[config.mk]
export PLATFORM = sky130hd
export DESIGN_NAME = ics_periph
export DESIGN_NICKNAME = d
export VERILOG_FILES = /design/src/hw/ics_periph_pkg.sv /design/src/hw/periph_decoder.sv /design/src/hw/dsp_mult.sv /design/src/hw/pad_reader.sv /design/src/hw/flash_bitbang.sv /design/src/hw/periph_read_mux.sv /design/src/hw/ics_periph.sv
export SDC_FILE = /design/constraint.sdc
export NUM_CORES = 1
export LEC_CHECK = 0
export BUFFER_PORTS_ARGS = -buffer_cell sky130_fd_sc_hd__buf_2
export CORE_AREA = 4 4 215 217
export CTS_CLUSTER_DIAMETER = 120
export DETAILED_ROUTE_END_ITERATION = 6
export DIE_AREA = 0 0 219 221
export PLACE_DENSITY = 0.56
export SKIP_LAST_GASP = 1
export SYNTH_ARGS = -nofsm -noshare
export SYNTH_HDL_FRONTEND = slang
export SYNTH_HIERARCHICAL = 1
export SYNTH_SLANG_ARGS = --single-unit
[constraint.sdc]
create_clock -name vdp_clk -period 14.4 [get_ports vdp_clk]
set_input_delay 2.88 -clock vdp_clk [delete_from_list [all_inputs] [get_ports vdp_clk]]
set_output_delay 2.88 -clock vdp_clk [all_outputs]
set_load 0.02 [all_outputs]
[src/hw/ics_periph_pkg.sv]
/*
 * Shared types and constants for the peripheral block:
 * host bus request, peripheral select and flash pin structs,
 * address region enum and register field positions
 */

package ics_periph_pkg;

    typedef logic [23:0] addr_t;
    typedef logic [31:0] data_t;

    // Any strobe set means write, all clear means read
    typedef struct packed {
        addr_t      addr;
        data_t      wdata;
        logic [3:0] wstrb;
    } bus_req_t;

    // Address map
    localparam int REGION_LSB  = 16;
    localparam int REGION_BITS = 4;
    localparam int REG_SEL_BIT = 2;

    typedef enum logic [REGION_BITS-1:0] {
        STATUS     = 4'd0,
        DSP        = 4'd1,
        PAD        = 4'd2,
        FLASH_CTRL = 4'd3
    } region_e;

    // One cycle select from the decoder, unmapped requests get their own enable
    typedef struct packed {
        logic  status_en;
        logic  dsp_en;
        logic  pad_en;
        logic  flash_ctrl_en;
        logic  unmapped_en;
        logic  write;
        logic  reg_sel;
        data_t wdata;
    } periph_sel_t;

    typedef struct packed {
        logic [1:0] clk_ddr;
        logic       csn;
        logic [3:0] dout;
        logic [3:0] oe;
    } flash_pins_t;

    // Flash control word fields
    localparam int FC_IN_LSB     = 0;
    localparam int FC_OE_LSB     = 4;
    localparam int FC_CLK_BIT    = 8;
    localparam int FC_CSN_BIT    = 9;
    localparam int FC_ACTIVE_BIT = 15;

    // Pad control word fields
    localparam int PAD_LATCH_BIT = 0;
    localparam int PAD_CLK_BIT   = 1;

endpackage

[src/hw/periph_decoder.sv]
/*
 * Registered address decoder for the host bus.
 * Produces a single cycle peripheral select per request.
 */

`timescale 1ns/1ps

module periph_decoder import ics_periph_pkg::*; (
    input  logic        vdp_clk,
    input  logic        vdp_reset,
    input  bus_req_t    bus_req,
    input  logic        mem_valid,
    output periph_sel_t sel
);

    region_e    region;
    logic [4:0] hit;
    logic [4:0] en_q;
    logic       busy;
    logic       start;
    logic       write_q;
    logic       reg_sel_q;
    data_t      wdata_q;

    assign region = region_e'(bus_req.addr[REGION_LSB +: REGION_BITS]);

    // Only the first cycle of a held request fires
    assign start = mem_valid && !busy;

    always_comb begin
        hit = '0;
        case (region)
            STATUS:     hit[4] = 1'b1;
            DSP:        hit[3] = 1'b1;
            PAD:        hit[2] = 1'b1;
            FLASH_CTRL: hit[1] = 1'b1;
            default:    hit[0] = 1'b1;
        endcase
    end

    always_ff @(posedge vdp_clk) begin
        if (vdp_reset) begin
            busy <= 1'b0;
            en_q <= '0;
        end else begin
            busy <= mem_valid;
            en_q <= start ? hit : '0;
        end
    end

    always_ff @(posedge vdp_clk) begin
        write_q   <= |bus_req.wstrb;
        reg_sel_q <= bus_req.addr[REG_SEL_BIT];
        wdata_q   <= bus_req.wdata;
    end

    always_comb begin
        sel.status_en     = en_q[4];
        sel.dsp_en        = en_q[3];
        sel.pad_en        = en_q[2];
        sel.flash_ctrl_en = en_q[1];
        sel.unmapped_en   = en_q[0];
        sel.write         = write_q;
        sel.reg_sel       = reg_sel_q;
        sel.wdata         = wdata_q;
    end

    // A held request selects its peripheral for a single cycle
    a_sel_single: assert property (@(posedge vdp_clk) disable iff (vdp_reset)
        |en_q |=> en_q == '0);

endmodule

[src/hw/dsp_mult.sv]
/*
 * Memory mapped signed multiplier.
 * Two operand registers and a registered product.
 */

`timescale 1ns/1ps

module dsp_mult import ics_periph_pkg::*; #(
    parameter int DSP_WIDTH = 16
) (
    input  logic        vdp_clk,
    input  periph_sel_t sel,
    output data_t       product
);

    logic signed [DSP_WIDTH-1:0] op_a;
    logic signed [DSP_WIDTH-1:0] op_b;
    logic                        write_a;
    logic                        write_b;

    // Register select bit picks the operand
    assign write_a = sel.dsp_en && sel.write && !sel.reg_sel;
    assign write_b = sel.dsp_en && sel.write && sel.reg_sel;

    // Operand loads kept flat so they land in the DSP input registers
    always_ff @(posedge vdp_clk) begin
        if (write_a) begin
            op_a <= sel.wdata[DSP_WIDTH-1:0];
        end

        if (write_b) begin
            op_b <= sel.wdata[DSP_WIDTH-1:0];
        end

        // Signed only, sign extended to the bus width
        product <= data_t'(op_a * op_b);
    end

endmodule

[src/hw/pad_reader.sv]
/*
 * Gamepad reader with a mocked serial pad built from board buttons,
 * plus the sampled user button
 */

`timescale 1ns/1ps

module pad_reader import ics_periph_pkg::*; (
    input  logic        vdp_clk,
    input  logic        vdp_reset,
    input  periph_sel_t sel,
    input  logic        btn_u,
    input  logic        btn_1,
    input  logic        btn_2,
    input  logic        btn_3,
    output logic [1:0]  pad_data
);

    logic        pad_latch;
    logic        pad_clk;
    logic        pad_clk_r;
    logic        clk_rise;
    logic [15:0] pad_state;
    logic        user_button_r;

    assign clk_rise = pad_clk && !pad_clk_r;

    always_ff @(posedge vdp_clk) begin
        if (vdp_reset) begin
            pad_latch <= 1'b0;
            pad_clk   <= 1'b0;
            pad_clk_r <= 1'b0;
        end else begin
            if (sel.pad_en && sel.write) begin
                pad_latch <= sel.wdata[PAD_LATCH_BIT];
                pad_clk   <= sel.wdata[PAD_CLK_BIT];
            end
            pad_clk_r <= pad_clk;
        end
    end

    // Mock shift register, B at bit 0, right at bit 6, left at bit 7
    always_ff @(posedge vdp_clk) begin
        if (pad_latch) begin
            pad_state <= {8'b0, btn_1, btn_3, 5'b0, btn_2};
        end

        if (clk_rise) begin
            pad_state <= {1'b0, pad_state[15:1]};
        end
    end

    // No debounce on the user button
    always_ff @(posedge vdp_clk) begin
        user_button_r <= btn_u;
    end

    // Bit 1 carries the user button in place of a second pad
    assign pad_data = {user_button_r, pad_state[0]};

endmodule

[src/hw/flash_bitbang.sv]
/*
 * CPU driven bit-bang control of the quad SPI flash pins.
 * Pins idle while the controller is inactive.
 */

`timescale 1ns/1ps

module flash_bitbang import ics_periph_pkg::*; (
    input  logic        vdp_clk,
    input  logic        vdp_reset,
    input  periph_sel_t sel,
    input  logic [3:0]  flash_out,
    output flash_pins_t flash,
    output data_t       ctrl_read
);

    logic       active;
    logic       fc_clk;
    logic       fc_csn;
    logic [3:0] fc_oe;
    logic [3:0] fc_dout;
    logic       ctrl_write;

    assign ctrl_write = sel.flash_ctrl_en && sel.write;

    always_ff @(posedge vdp_clk) begin
        if (vdp_reset) begin
            active <= 1'b0;
            fc_clk <= 1'b0;
            fc_csn <= 1'b1;
            fc_oe  <= '0;
        end else if (ctrl_write) begin
            active <= sel.wdata[FC_ACTIVE_BIT];
            fc_clk <= sel.wdata[FC_CLK_BIT];
            fc_csn <= sel.wdata[FC_CSN_BIT];
            fc_oe  <= sel.wdata[FC_OE_LSB +: 4];
        end
    end

    always_ff @(posedge vdp_clk) begin
        if (ctrl_write) begin
            fc_dout <= sel.wdata[FC_IN_LSB +: 4];
        end
    end

    // Both DDR phases carry the same level in bit-bang mode
    always_comb begin
        flash.clk_ddr = active ? {2{fc_clk}} : 2'b00;
        flash.csn     = active ? fc_csn : 1'b1;
        flash.dout    = active ? fc_dout : 4'b0000;
        flash.oe      = active ? fc_oe : 4'b0000;
    end

    // flash_out is expected to be registered at the pad
    assign ctrl_read = data_t'(flash_out);

    // Clearing active releases the bus on the next cycle
    a_idle_after_release: assert property (@(posedge vdp_clk) disable iff (vdp_reset)
        ctrl_write && !sel.wdata[FC_ACTIVE_BIT] |=> flash.oe == 4'b0000 && flash.csn);

endmodule

[src/hw/periph_read_mux.sv]
/*
 * Read-back multiplexer, registers the read word and the ready pulse
 */

`timescale 1ns/1ps

module periph_read_mux import ics_periph_pkg::*; (
    input  logic        vdp_clk,
    input  logic        vdp_reset,
    input  periph_sel_t sel,
    input  data_t       dsp_data,
    input  data_t       flash_data,
    input  logic [1:0]  pad_data,
    output logic        mem_ready,
    output data_t       read_data
);

    logic  any_en;
    data_t read_word;

    // Every request raises exactly one enable, unmapped included
    assign any_en = sel.status_en || sel.dsp_en || sel.pad_en ||
                    sel.flash_ctrl_en || sel.unmapped_en;

    always_comb begin
        read_word = '0;
        if (!sel.write) begin
            if (sel.dsp_en) begin
                read_word = dsp_data;
            end else if (sel.pad_en) begin
                read_word = data_t'(pad_data);
            end else if (sel.flash_ctrl_en) begin
                read_word = flash_data;
            end
            // Status and unmapped reads return zero
        end
    end

    always_ff @(posedge vdp_clk) begin
        if (vdp_reset) begin
            mem_ready <= 1'b0;
        end else begin
            mem_ready <= any_en;
        end
    end

    always_ff @(posedge vdp_clk) begin
        if (any_en) begin
            read_data <= read_word;
        end
    end

    // Decoder busy flag keeps a held request from completing twice
    a_ready_pulse: assert property (@(posedge vdp_clk) disable iff (vdp_reset)
        mem_ready |=> !mem_ready);

endmodule

[src/hw/ics_periph.sv]
/*
 * Peripheral block top level: status LEDs, address decoder,
 * multiplier, gamepad reader, flash bit-bang and read-back mux
 */

`timescale 1ns/1ps

module ics_periph import ics_periph_pkg::*; #(
    parameter int DSP_WIDTH = 16
) (
    input  logic        vdp_clk,
    input  logic        vdp_reset,

    input  bus_req_t    bus_req,
    input  logic        mem_valid,
    output logic        mem_ready,
    output data_t       read_data,

    output logic [7:0]  led,

    input  logic        btn_u,
    input  logic        btn_1,
    input  logic        btn_2,
    input  logic        btn_3,

    output flash_pins_t flash,
    input  logic [3:0]  flash_out
);

    periph_sel_t sel;
    data_t       dsp_product;
    data_t       flash_ctrl_read;
    logic [1:0]  pad_data;
    logic [7:0]  status;

    periph_decoder decoder (
        .vdp_clk   (vdp_clk),
        .vdp_reset (vdp_reset),
        .bus_req   (bus_req),
        .mem_valid (mem_valid),
        .sel       (sel)
    );

    // Status LEDs, write only
    always_ff @(posedge vdp_clk) begin
        if (vdp_reset) begin
            status <= 8'h00;
        end else if (sel.status_en && sel.write) begin
            status <= sel.wdata[7:0];
        end
    end

    assign led = status;

    dsp_mult #(
        .DSP_WIDTH (DSP_WIDTH)
    ) mult (
        .vdp_clk (vdp_clk),
        .sel     (sel),
        .product (dsp_product)
    );

    pad_reader pad (
        .vdp_clk   (vdp_clk),
        .vdp_reset (vdp_reset),
        .sel       (sel),
        .btn_u     (btn_u),
        .btn_1     (btn_1),
        .btn_2     (btn_2),
        .btn_3     (btn_3),
        .pad_data  (pad_data)
    );

    flash_bitbang flash_ctrl (
        .vdp_clk   (vdp_clk),
        .vdp_reset (vdp_reset),
        .sel       (sel),
        .flash_out (flash_out),
        .flash     (flash),
        .ctrl_read (flash_ctrl_read)
    );

    periph_read_mux read_mux (
        .vdp_clk    (vdp_clk),
        .vdp_reset  (vdp_reset),
        .sel        (sel),
        .dsp_data   (dsp_product),
        .flash_data (flash_ctrl_read),
        .pad_data   (pad_data),
        .mem_ready  (mem_ready),
        .read_data  (read_data)
    );

endmodule

==> qor.tcl, run 1 <==
set qor(ant_nets) 0
set qor(dr.pass1.iters) 4
set qor(critical_path_required_ns) 14.77
set qor(timing.setup.tns_ns) 0
set qor(grt_antenna_before_repair) 0
set qor(globalplace.congestion) 0.843
set qor(hp-start) {decoder/wdata_q[14]}
set qor(cp.buffers_inverters) 3
set qor(crit_arrival_ns) 6.88
set qor(cts_tree) {built}
set qor(worstReg2RegStart) {mult/op_b[1]}
set qor(antennaDiodeCount) 0
set qor(p_leak_nw) 7.71
set qor(cts_setup_buffers) 0
set qor(cts_resized) 0
set qor(finalSetupViolations) 0
set qor(clkTransAtPathRegs_ns) 0.07
set qor(drv_cap) 0
set qor(cts_inserted_buffers) 17
set qor(floorplan.initialDensity) 0.342
set qor(detail_route.iter0.violations) 351
set qor(slowest_delay_ns) 0.76
set qor(synth-warning-count) 6
set qor(critical_path.cell_chain) {nand2_1, inv_1, fa_1, fa_1, fa_1, fa_1, fa_1, inv_1, fa_1, inv_1, ha_1, a21o_1, o21bai_1, a21oi_1, o211ai_2, or2_1, a2111o_1, o211ai_2}
set qor(pins_over_slew_limit) 0
set qor(first_global_vias) 10434
set qor(post_route_cells_drive_above_1_share) 0.125
set qor(largest_net_degree_at_the_start_of_global_routing) 40
set qor(clk-insertion-delay-late_ns) 0.46
set qor(r2r_slack_ns) 7.89
set qor(remaining_drc_errors) 0
set qor(worst-setup-path-type) {reg -> reg}
set qor(worst_setup_path_startpoint) {mult/op_b[1]}
set qor(grt_use_total) 0.144
set qor(root_buffer) {sky130_fd_sc_hd__clkbuf_16}
set qor(syn_avg_cell_area_um2) 10.6
set qor(vertical_die_dimension_um) 221
set qor(end_kind) {flip-flop}
set qor(io_buffer_count) 87
set qor(area_delta_synth_final_pct) 9.03
set qor(grt_first_pass_wirelength_mm) 54.6
set qor(design.portCount) 123
set qor(post-place-cells) 2039
set qor(worst_skew_ns) 0.0207
set qor(timing.critical_path.from_type) {flip-flop}
set qor(critPathMostFrequentCell) {sky130_fd_sc_hd__fa_1}
set qor(hold_bufs_inserted_after_cts) 0
set qor(routed_wirelength_mm) 32.3
set qor(post_synthesis_cell_area_mm2) 0.0151
set qor(num_vias) 9429
set qor(die_x_um) 219
set qor(grt_setup_unrepaired) {false}
set qor(post-route-cell-area_mm2) 0.0164
set qor(cts.sink_count) 152
set qor(worst_path_dominant_cell_family) {adder cells}
set qor(wire_per_inst_um) 15.6
set qor(row_count) 77
set qor(postSynthCellCount) 1417
set qor(post-route-util) 0.373
set qor(tightestPinTransition_ns) 0.951
set qor(slew_headroom) 0.363
set qor(layoutNonFillerInstCount) 2071
set qor(core_region_area_mm2) 0.0441
set qor(critical-path-slowest-cell) {sky130_fd_sc_hd__fa_1}
set qor(h-tree-depth) 4
set qor(power.density_mw_per_mm2) 72.1
set qor(placement.cell_area_mm2) 0.0158
set qor(avgViaCountPerCell) 4.55
set qor(clock.fmax_mhz) 154
set qor(final_min_period_over_clock_period) 0.452
set qor(ir_drop_uv) 106
set qor(floorplan.die_area_mm2) 0.0484
set qor(run_status) {completed}
set qor(place.detailed.hpwl_mm) 25.1
set qor(finalNetCount) 1881
set qor(clock_path_buffers) 2
set qor(crit_path_max_fanout) 16
set qor(hold_class) {reg -> reg}
set qor(timing.final.hold_violations) 0
set qor(final_global_route_overflow_total) 0
set qor(finalCriticalPeriod_ns) 6.51
## routing by layer
layer	share of wire	global-route usage	wire length (µm)	vias to the layer above
li1	-	-	-	4420
met5	0	0	0	-
met1	0.45	0.193	14600	4815
met3	0.044	0.0313	1410	31
met4	0.019	0.0410	624	0
met2	0.49	0.235	15700	163
## stage by stage
stage / hold slack, ns / setup WS, ns / total power [mW]
5_1_grt: 0.445 / 7.57 / 1.26
4_1_cts: 0.427 / 7.83 / 1.21
3_5_place_dp: 0.412 / 7.87 / 0.741
2_1_floorplan: 0.404 / 8.56 / 0.689
3_3_place_gp: 0.416 / 7.90 / 0.736
6_report: 0.432 / 7.89 / 1.19
## layout by cell type (no fill, tap or decap), types with 10 or more instances in the layout
cell and count:
sky130_fd_sc_hd__dfxtp_1 76, sky130_fd_sc_hd__and2_1 134, sky130_fd_sc_hd__inv_1 288, sky130_fd_sc_hd__conb_1 28
sky130_fd_sc_hd__fa_1 262, sky130_fd_sc_hd__nor2_1 28, sky130_fd_sc_hd__o21ai_0 10, sky130_fd_sc_hd__nand3_1 19
sky130_fd_sc_hd__a21o_1 13, sky130_fd_sc_hd__clkbuf_16 17, sky130_fd_sc_hd__xnor2_1 24, sky130_fd_sc_hd__nand2_1 132
sky130_fd_sc_hd__edfxtp_1 76, sky130_fd_sc_hd__a21oi_1 35, sky130_fd_sc_hd__a22o_2 28, sky130_fd_sc_hd__ha_1 82
sky130_fd_sc_hd__buf_2 87
## final cells by class
class	count	area, µm²
clock inverter	13	160
sequential	152	3800
fill	4445	27700
timing repair buffer	91	465
inverter	288	1080
multi-input combinational	916	9760
clock buffer	19	443
tap	592	741
## power by group
group          internal [mW]  switching [mW]
Sequential             0.491          0.0127
Clock                  0.265           0.193
Combinational         0.0954           0.128
## state kept, by name, indices dropped and copies added, names as in the netlist, 4 cells and up
register / flops
decoder/en_q: 5
decoder/wdata_q: 16
flash_ctrl/fc_dout: 4
flash_ctrl/fc_oe: 4
led: 8
mult/op_a: 16
mult/op_b: 16
mult/product: 32
pad/pad_state: 8
read_mux/read_data: 32
## worst paths after layout
check | endpoint | cells past startpoint
max | mult/product[25] | 18
min | mult/op_a[14] | 0
min reg2reg | mult/op_a[14] | 0
max reg2reg | mult/product[25] | 18
No activity file was read; power rests on OpenSTA's default activity.
==> run 2: changes to the inputs <==
--- a/config.mk
+++ b/config.mk
@@ -10,7 +10,7 @@
 export CTS_CLUSTER_DIAMETER = 120
 export DETAILED_ROUTE_END_ITERATION = 6
 export DIE_AREA = 0 0 219 221
-export PLACE_DENSITY = 0.56
+export PLACE_DENSITY = 0.58
 export SKIP_LAST_GASP = 1
 export SYNTH_ARGS = -nofsm -noshare
 export SYNTH_HDL_FRONTEND = slang
==> constraint.sdc (replaced) <==
create_clock -name vdp_clk -period 5.3 [get_ports vdp_clk]
set_input_delay 1.06 -clock vdp_clk [delete_from_list [all_inputs] [get_ports vdp_clk]]
set_output_delay 1.06 -clock vdp_clk [all_outputs]
set_load 0.02 [all_outputs]
==> qor.tcl, run 2 (synthesized netlist as in run 1, its figures left out) <==
set qor(root_buffer) {sky130_fd_sc_hd__clkbuf_16}
set qor(antennaDiodeCount) 0 ;# unchanged
set qor(final.fill_count) 4321 ;# -2.8%
set qor(die_x_um) 219 ;# unchanged
set qor(dr.pass1.iters) 6 ;# +2
set qor(tightestPinTransition_ns) 1.11 ;# +0.158 ns
set qor(slew_headroom) 0.257 ;# -0.106
set qor(critPathMostFrequentCell) {sky130_fd_sc_hd__fa_1}
set qor(post-route-cell-area_mm2) 0.0182 ;# +11%
set qor(slowest_delay_ns) 0.57 ;# -0.19 ns
set qor(ant_nets) 0 ;# unchanged
set qor(pins_over_slew_limit) 0 ;# unchanged
set qor(avgViaCountPerCell) 4.47 ;# -1.8%
set qor(cp.buffers_inverters) 2 ;# -1
set qor(routed_wirelength_mm) 33.1 ;# +2.4%
set qor(critical_path_required_ns) 5.68 ;# -9.09 ns
set qor(violations_in_the_final_reports) {negative setup slack}
set qor(mostFrequentLayoutCells) {sky130_fd_sc_hd__inv_1, sky130_fd_sc_hd__fa_1, sky130_fd_sc_hd__buf_4}
set qor(timing.critical_path.from_type) {flip-flop}
set qor(met3_length_mm) 1.41 ;# -0.28%
set qor(worst_skew_ns) 0.0204 ;# -0.000327 ns
set qor(clkTransAtPathRegs_ns) 0.08 ;# about the same
set qor(p_leak_nw) 8.58 ;# +11%
set qor(design.portCount) 123 ;# unchanged
set qor(grt_antenna_before_repair) 0 ;# unchanged
set qor(cts_inserted_buffers) 17 ;# unchanged
set qor(end_kind) {flip-flop}
set qor(post-layout-total-power_mw) 3.44 ;# +190%
set qor(cts_tree) {built}
set qor(timing.final.hold_violations) 0 ;# unchanged
set qor(cts.sink_count) 152 ;# unchanged
set qor(drv_cap) 0 ;# unchanged
set qor(hold_bufs_inserted_after_cts) 0 ;# unchanged
set qor(switching_portion_of_total_power) 0.307 ;# +0.0248
set qor(clock.fmax_mhz) 173 ;# +12%
set qor(floorplan.initialDensity) 0.342 ;# unchanged
set qor(clock_path_buffers) 2 ;# unchanged
set qor(hold_class) {reg -> reg}
set qor(h-tree-depth) 4 ;# unchanged
set qor(io_buffer_count) 87 ;# unchanged
set qor(placement.cell_area_mm2) 0.0171 ;# +8.1%
set qor(switching_power_mw) 1.06 ;# +220%
set qor(grt_setup_unrepaired) {true}
set qor(finalSetupViolations) 15 ;# +15
set qor(wire_per_inst_um) 14.8 ;# -5.2%
set qor(met2WireLength_mm) 16.1 ;# +2.8%
set qor(commonest_non_fill_non_tap_cell_in_the_layout) {sky130_fd_sc_hd__inv_1}
set qor(post_route_cells_drive_above_1_share) 0.258 ;# +0.133
set qor(wirelength_met1_mm) 15.0 ;# +2.8%
set qor(clock_power_share) 0.352 ;# -0.034
set qor(worst_path_dominant_cell_family) {adder cells}
set qor(num_vias) 9999 ;# +6.0%
set qor(final_global_route_overflow_total) 0 ;# unchanged
set qor(critical-path-slowest-cell) {sky130_fd_sc_hd__fa_1}
set qor(largest_net_degree_at_the_start_of_global_routing) 40 ;# unchanged
set qor(final_min_period_over_clock_period) 1.09 ;# +0.640
set qor(finalNetCount) 2047 ;# +8.8%
set qor(remaining_drc_errors) 0 ;# unchanged
set qor(maxUsedRoutingLayer) {met4}
set qor(core_region_area_mm2) 0.0441 ;# unchanged
set qor(grt_use_total) 0.146 ;# +0.00191
set qor(crit_arrival_ns) 6.17 ;# -0.71 ns
set qor(globalplace.congestion) 0.850 ;# +0.90%
set qor(first_global_vias) 10923 ;# +4.7%
set qor(layout_top_registers) {mult/product (32), read_mux/read_data (32)}
set qor(power.density_mw_per_mm2) 189 ;# +160%
set qor(row_count) 77 ;# unchanged
set qor(ir_drop_uv) 218 ;# +110%
set qor(place.detailed.hpwl_mm) 26.8 ;# +6.8%
set qor(crit_path_max_fanout) 7 ;# -9
set qor(p_int_mw) 2.39 ;# +180%
set qor(finalCriticalPeriod_ns) 5.79 ;# -0.722 ns
set qor(area_delta_synth_final_pct) 20.5
set qor(finalWorstSetupSlack_ns) -0.492 ;# -8.38 ns
set qor(critical_path.cell_chain) {and2_4, fa_1, inv_2, fa_2, fa_2, fa_1, inv_2, fa_1, fa_1, ha_4, a21o_1, a221o_1, a21oi_2, o211ai_4, or2_1, a2111o_1, o211ai_2}
set qor(vertical_die_dimension_um) 221 ;# unchanged
set qor(place_ws_ns) -0.590 ;# -8.46 ns
set qor(fin_hold_ws_ns) 0.426 ;# -0.00592 ns
set qor(floorplan.die_area_mm2) 0.0484 ;# unchanged
set qor(power.share.combinational) 0.251 ;# +0.062
set qor(grt_first_pass_wirelength_mm) 56.2 ;# +2.8%
set qor(layoutNonFillerInstCount) 2237 ;# +8.0%
set qor(p_seq_frac) 0.397 ;# -0.028
set qor(detail_route.iter0.violations) 374 ;# +6.6%
set qor(worst-setup-path-type) {reg -> reg}
set qor(clk-insertion-delay-late_ns) 0.47 ;# about the same
set qor(run_status) {finished with violations}
set qor(post-place-cells) 2184 ;# +7.1%
==> run 2: changes by cell type in the layout (fill, tap and decap cells not counted), sizes merged <==
cell,delta
buf,+166
bufinv,-2
clkbuf,-2
clkinv,+4
clkinvlp,+1
inv,-1
==> run 2: cell type report <==
| type | count | area (µm²) | area share |
|---|---|---|---|
| Inverter | 288 | 1080 | 0.0595 |
| Sequential cell | 152 | 3800 | 0.209 |
| Tap cell | 592 | 741 | 0.0407 |
| Clock buffer | 17 | 425 | 0.0234 |
| Multi-Input combinational cell | 916 | 10100 | 0.558 |
| Timing Repair Buffer | 257 | 1820 | 0.100 |
| Clock inverter | 15 | 163 | 0.00895 |
==> run 2: path summary, 6_finish.rpt <==
path | from | to | slack [ns] | cells past startpoint
hold / removal | decoder/wdata_q[14] | mult/op_a[14] | 0.43 | 0
hold reg to reg | decoder/wdata_q[14] | mult/op_a[14] | 0.43 | 0
setup reg to reg | mult/op_b[4] | mult/product[25] | -0.49 | 17
setup / recovery | mult/op_b[4] | mult/product[25] | -0.49 | 17
==> run 2: power by group through the flow <==
stage                     Combinational (mW)  Sequential (mW)  Clock, mW
final                                  0.864             1.37       1.21
after global routing                   0.969             1.38       1.30
after global placement                 0.743             1.39          0
after CTS                              0.816             1.37       1.26
after floorplan                        0.506             1.40          0
after detailed placement               0.757             1.39          0
==> run 2: layer usage <==
layer | vias to the layer above | global-route usage
met2 | 160 | 0.241
met3 | 26 | 0.0314
met4 | 0 | 0.0412
met5 | - | 0
met1 | 5057 | 0.193
li1 | 4756 | -
==> run 2: repair_timing <==
item                                    in CTS  in global routing
pin swaps                                   30                 38
endpoints found under the setup margin      18                 20
resized for setup                           48                 24
buffers inserted                            18                  4
==> run 2: metrics by stage <==
step | utilization | TNS, ns
6_report | 0.412 | -4.89
5_1_grt | 0.412 | -8.01
4_1_cts | 0.409 | -5.03
2_1_floorplan | - | -0.891
3_3_place_gp | 0.388 | -6.27
3_5_place_dp | 0.388 | -6.50
==> run 2: worst reg2reg max path, stage by stage, from the launching register on <==
cell and delay [ns]:
sky130_fd_sc_hd__edfxtp_1 0.51, sky130_fd_sc_hd__and2_4 0.22, sky130_fd_sc_hd__fa_1 0.54, sky130_fd_sc_hd__inv_2 0.04, sky130_fd_sc_hd__fa_2 0.54, sky130_fd_sc_hd__fa_2 0.44, sky130_fd_sc_hd__fa_1 0.53, sky130_fd_sc_hd__inv_2 0.05
sky130_fd_sc_hd__fa_1 0.46, sky130_fd_sc_hd__fa_1 0.57, sky130_fd_sc_hd__ha_4 0.21, sky130_fd_sc_hd__a21o_1 0.16, sky130_fd_sc_hd__a221o_1 0.37, sky130_fd_sc_hd__a21oi_2 0.19, sky130_fd_sc_hd__o211ai_4 0.15, sky130_fd_sc_hd__or2_1 0.27
sky130_fd_sc_hd__a2111o_1 0.38, sky130_fd_sc_hd__o211ai_2 0.08
==> run 3: changes to the inputs <==
--- a/config.mk
+++ b/config.mk
@@ -10,7 +10,7 @@
 export CTS_CLUSTER_DIAMETER = 120
 export DETAILED_ROUTE_END_ITERATION = 6
 export DIE_AREA = 0 0 219 221
-export PLACE_DENSITY = 0.58
+export PLACE_DENSITY = 0.56
 export SKIP_LAST_GASP = 1
 export SYNTH_ARGS = -nofsm -noshare
 export SYNTH_HDL_FRONTEND = slang
==> constraint.sdc (replaced) <==
create_clock -name vdp_clk -period 6.4 [get_ports vdp_clk]
set_input_delay 1.28 -clock vdp_clk [delete_from_list [all_inputs] [get_ports vdp_clk]]
set_output_delay 1.28 -clock vdp_clk [all_outputs]
set_load 0.02 [all_outputs]
==> qor.tcl, run 3 (synthesized netlist as in run 1, its figures left out) <==
set qor(run_status) {completed}
set qor(post-route-cell-area_mm2) 0.0169 ;# -7.0%
set qor(critical_path_required_ns) 6.72 ;# +1.04 ns
set qor(clkTransAtPathRegs_ns) 0.07 ;# about the same
set qor(post-layout-total-power_mw) 2.66 ;# -23%
set qor(switching_power_uw) 773 ;# -27%
set qor(area_delta_synth_final_pct) 12.1
set qor(cts_inserted_buffers) 17 ;# unchanged
set qor(cts.sink_count) 152 ;# unchanged
set qor(avgViaCountPerCell) 4.43 ;# -0.90%
set qor(num_vias) 9435 ;# -5.6%
set qor(end_kind) {flip-flop}
set qor(ant_nets) 0 ;# unchanged
set qor(commonest_non_fill_non_tap_cell_in_the_layout) {sky130_fd_sc_hd__inv_1}
set qor(crit_path_max_fanout) 8 ;# +1
set qor(p_int_mw) 1.89 ;# -21%
set qor(global_route_hottest_layer) {met2}
set qor(multiInputGateArea_mm2) 0.00976 ;# -3.9%
set qor(post-route-util) 0.383 ;# -0.0290
set qor(finalWorstSetupSlack_ns) 0.211 ;# +0.703 ns
set qor(design.portCount) 123 ;# unchanged
set qor(cts_tree) {built}
set qor(tightestPinTransition_ns) 0.903 ;# -0.207 ns
set qor(dr.pass1.iters) 5 ;# -1
set qor(post_route_cells_drive_above_1_share) 0.160 ;# -0.0984
set qor(finalNetCount) 1940 ;# -5.2%
set qor(routed_wirelength_mm) 31.8 ;# -3.8%
set qor(post-place-cells) 2086 ;# -4.5%
set qor(ir_drop_uv) 230 ;# +5.4%
set qor(crit_arrival_ns) 6.51 ;# +0.34 ns
set qor(placement.cell_area_mm2) 0.0162 ;# -5.3%
set qor(timing.critical_path.from_type) {flip-flop}
set qor(antennaDiodeCount) 0 ;# unchanged
set qor(use_met1) 0.195 ;# +0.00252
set qor(h-tree-depth) 4 ;# unchanged
set qor(grt_use_total) 0.141 ;# -0.00425
set qor(wire_per_inst_um) 14.9 ;# +1.0%
set qor(fin_hold_ws_ns) 0.430 ;# +0.00471 ns
set qor(power.density_mw_per_mm2) 157 ;# -17%
set qor(clock_power_share) 0.377 ;# +0.025
set qor(layoutNonFillerInstCount) 2130 ;# -4.8%
set qor(final_min_period_over_clock_period) 0.967 ;# -0.126
set qor(row_count) 77 ;# unchanged
set qor(floorplan.initialDensity) 0.342 ;# unchanged
set qor(final_global_route_overflow_total) 0 ;# unchanged
set qor(remaining_drc_errors) 0 ;# unchanged
set qor(detail_route.iter0.violations) 439 ;# +17%
set qor(gr-usage-met3) 0.0259 ;# -0.00549
set qor(mostFrequentLayoutCells) {sky130_fd_sc_hd__inv_1, sky130_fd_sc_hd__fa_1, sky130_fd_sc_hd__and2_1}
set qor(worst_skew_ns) 0.0142 ;# -0.00622 ns
set qor(globalRouteMet2Util) 0.226 ;# -0.0150
set qor(io_buffer_count) 87 ;# unchanged
set qor(worst-setup-path-type) {reg -> reg}
set qor(p_leak_nw) 7.99 ;# -6.8%
set qor(grt_setup_unrepaired) {true}
set qor(power.share.combinational) 0.198 ;# -0.053
set qor(final.fill_count) 4472 ;# +3.5%
set qor(switching_portion_of_total_power) 0.291 ;# -0.0159
set qor(layout_top_registers) {mult/product (32), read_mux/read_data (32)}
set qor(first_global_vias) 10347 ;# -5.3%
set qor(vertical_die_dimension_um) 221 ;# unchanged
set qor(grt_first_pass_wirelength_mm) 54.2 ;# -3.5%
set qor(p_seq_frac) 0.426 ;# +0.029
set qor(core_region_area_mm2) 0.0441 ;# unchanged
set qor(clock_path_buffers) 2 ;# unchanged
set qor(die_x_um) 219 ;# unchanged
set qor(hold_class) {reg -> reg}
set qor(root_buffer) {sky130_fd_sc_hd__clkbuf_16}
set qor(place_ws_ns) 0.166 ;# +0.756 ns
set qor(drv_cap) 0 ;# unchanged
set qor(slew_headroom) 0.398 ;# +0.141
set qor(timing.final.hold_violations) 0 ;# unchanged
set qor(place.detailed.hpwl_mm) 25.9 ;# -3.2%
set qor(pins_over_slew_limit) 0 ;# unchanged
set qor(finalSetupViolations) 0 ;# -15
set qor(largest_net_degree_at_the_start_of_global_routing) 40 ;# unchanged
set qor(globalplace.congestion) 0.803 ;# -5.6%
set qor(clk-insertion-delay-late_ns) 0.46 ;# about the same
set qor(grt_antenna_before_repair) 0 ;# unchanged
set qor(finalCriticalPeriod_ns) 6.19 ;# +0.397 ns
set qor(timing.setup.tns_ns) 0 ;# +4.89 ns
set qor(register_area_mm2) 0.00380 ;# unchanged
set qor(floorplan.die_area_mm2) 0.0484 ;# unchanged
set qor(clock.fmax_mhz) 162 ;# -6.4%
==> run 3: cell types whose count changed in the layout (fill, tap and decap cells not counted), moves of 7 or more <==
cell,previous run,this run
sky130_fd_sc_hd__buf_4,155,58
sky130_fd_sc_hd__fa_1,249,262
sky130_fd_sc_hd__fa_2,13,0
sky130_fd_sc_hd__ha_4,11,0
sky130_fd_sc_hd__and2_1,124,134
sky130_fd_sc_hd__and2_4,10,0
sky130_fd_sc_hd__ha_1,71,81
sky130_fd_sc_hd__buf_6,9,0
sky130_fd_sc_hd__inv_1,281,288
sky130_fd_sc_hd__inv_2,7,0
==> run 3: final timing paths <==
| check | from | depth (start not counted) | endpoint | slack (ns) |
|---|---|---|---|---|
| worst max-delay path | mult/op_b[1] | 17 | mult/product[29] | 0.21 |
| worst min-delay path | decoder/wdata_q[13] | 0 | mult/op_a[13] | 0.43 |
| worst max register to register | mult/op_b[1] | 17 | mult/product[29] | 0.21 |
| worst min register to register | decoder/wdata_q[13] | 0 | mult/op_a[13] | 0.43 |
==> run 3: repair_timing <==
action / CTS / global route
gates resized for setup: 0 / 1
hold buffers: 0 / 0
endpoints found under the setup margin: 0 / 4
buffers inserted: 0 / 12
==> run 3: layout make-up <==
cell class	instances	share of cell area
Multi-Input combinational cell	916	0.577
Sequential cell	152	0.225
Inverter	288	0.0639
Timing Repair Buffer	150	0.0557
Tap cell	592	0.0438
Clock buffer	17	0.0252
Clock inverter	15	0.00918
==> run 3: per-layer routing <==
layer	vias up	wire length, µm
met5	-	0
met3	30	1090
li1	4538	-
met4	0	687
met2	144	15100
met1	4723	15000
==> run 3: power groups by stage <==
stage / Sequential [mW] / Combinational [mW] / Clock [mW]
2_1_floorplan: 1.16 / 0.394 / 0
3_3_place_gp: 1.15 / 0.519 / 0
3_5_place_dp: 1.16 / 0.528 / 0
4_1_cts: 1.13 / 0.531 / 1.04
5_1_grt: 1.14 / 0.605 / 1.08
6_report: 1.13 / 0.526 / 1.00
==> run 3: critical path: stages (launching register included) <==
cell and delay, ns:
sky130_fd_sc_hd__edfxtp_1 0.57, sky130_fd_sc_hd__nand2_1 0.20, sky130_fd_sc_hd__inv_1 0.10, sky130_fd_sc_hd__fa_1 0.61, sky130_fd_sc_hd__buf_4 0.20, sky130_fd_sc_hd__fa_1 0.67, sky130_fd_sc_hd__buf_4 0.19, sky130_fd_sc_hd__fa_1 0.44
sky130_fd_sc_hd__fa_1 0.57, sky130_fd_sc_hd__fa_1 0.43, sky130_fd_sc_hd__fa_1 0.45, sky130_fd_sc_hd__ha_1 0.31, sky130_fd_sc_hd__inv_1 0.16, sky130_fd_sc_hd__o21bai_1 0.13, sky130_fd_sc_hd__a21o_1 0.23, sky130_fd_sc_hd__o31a_2 0.41
sky130_fd_sc_hd__nor4_1 0.28, sky130_fd_sc_hd__a311oi_1 0.08
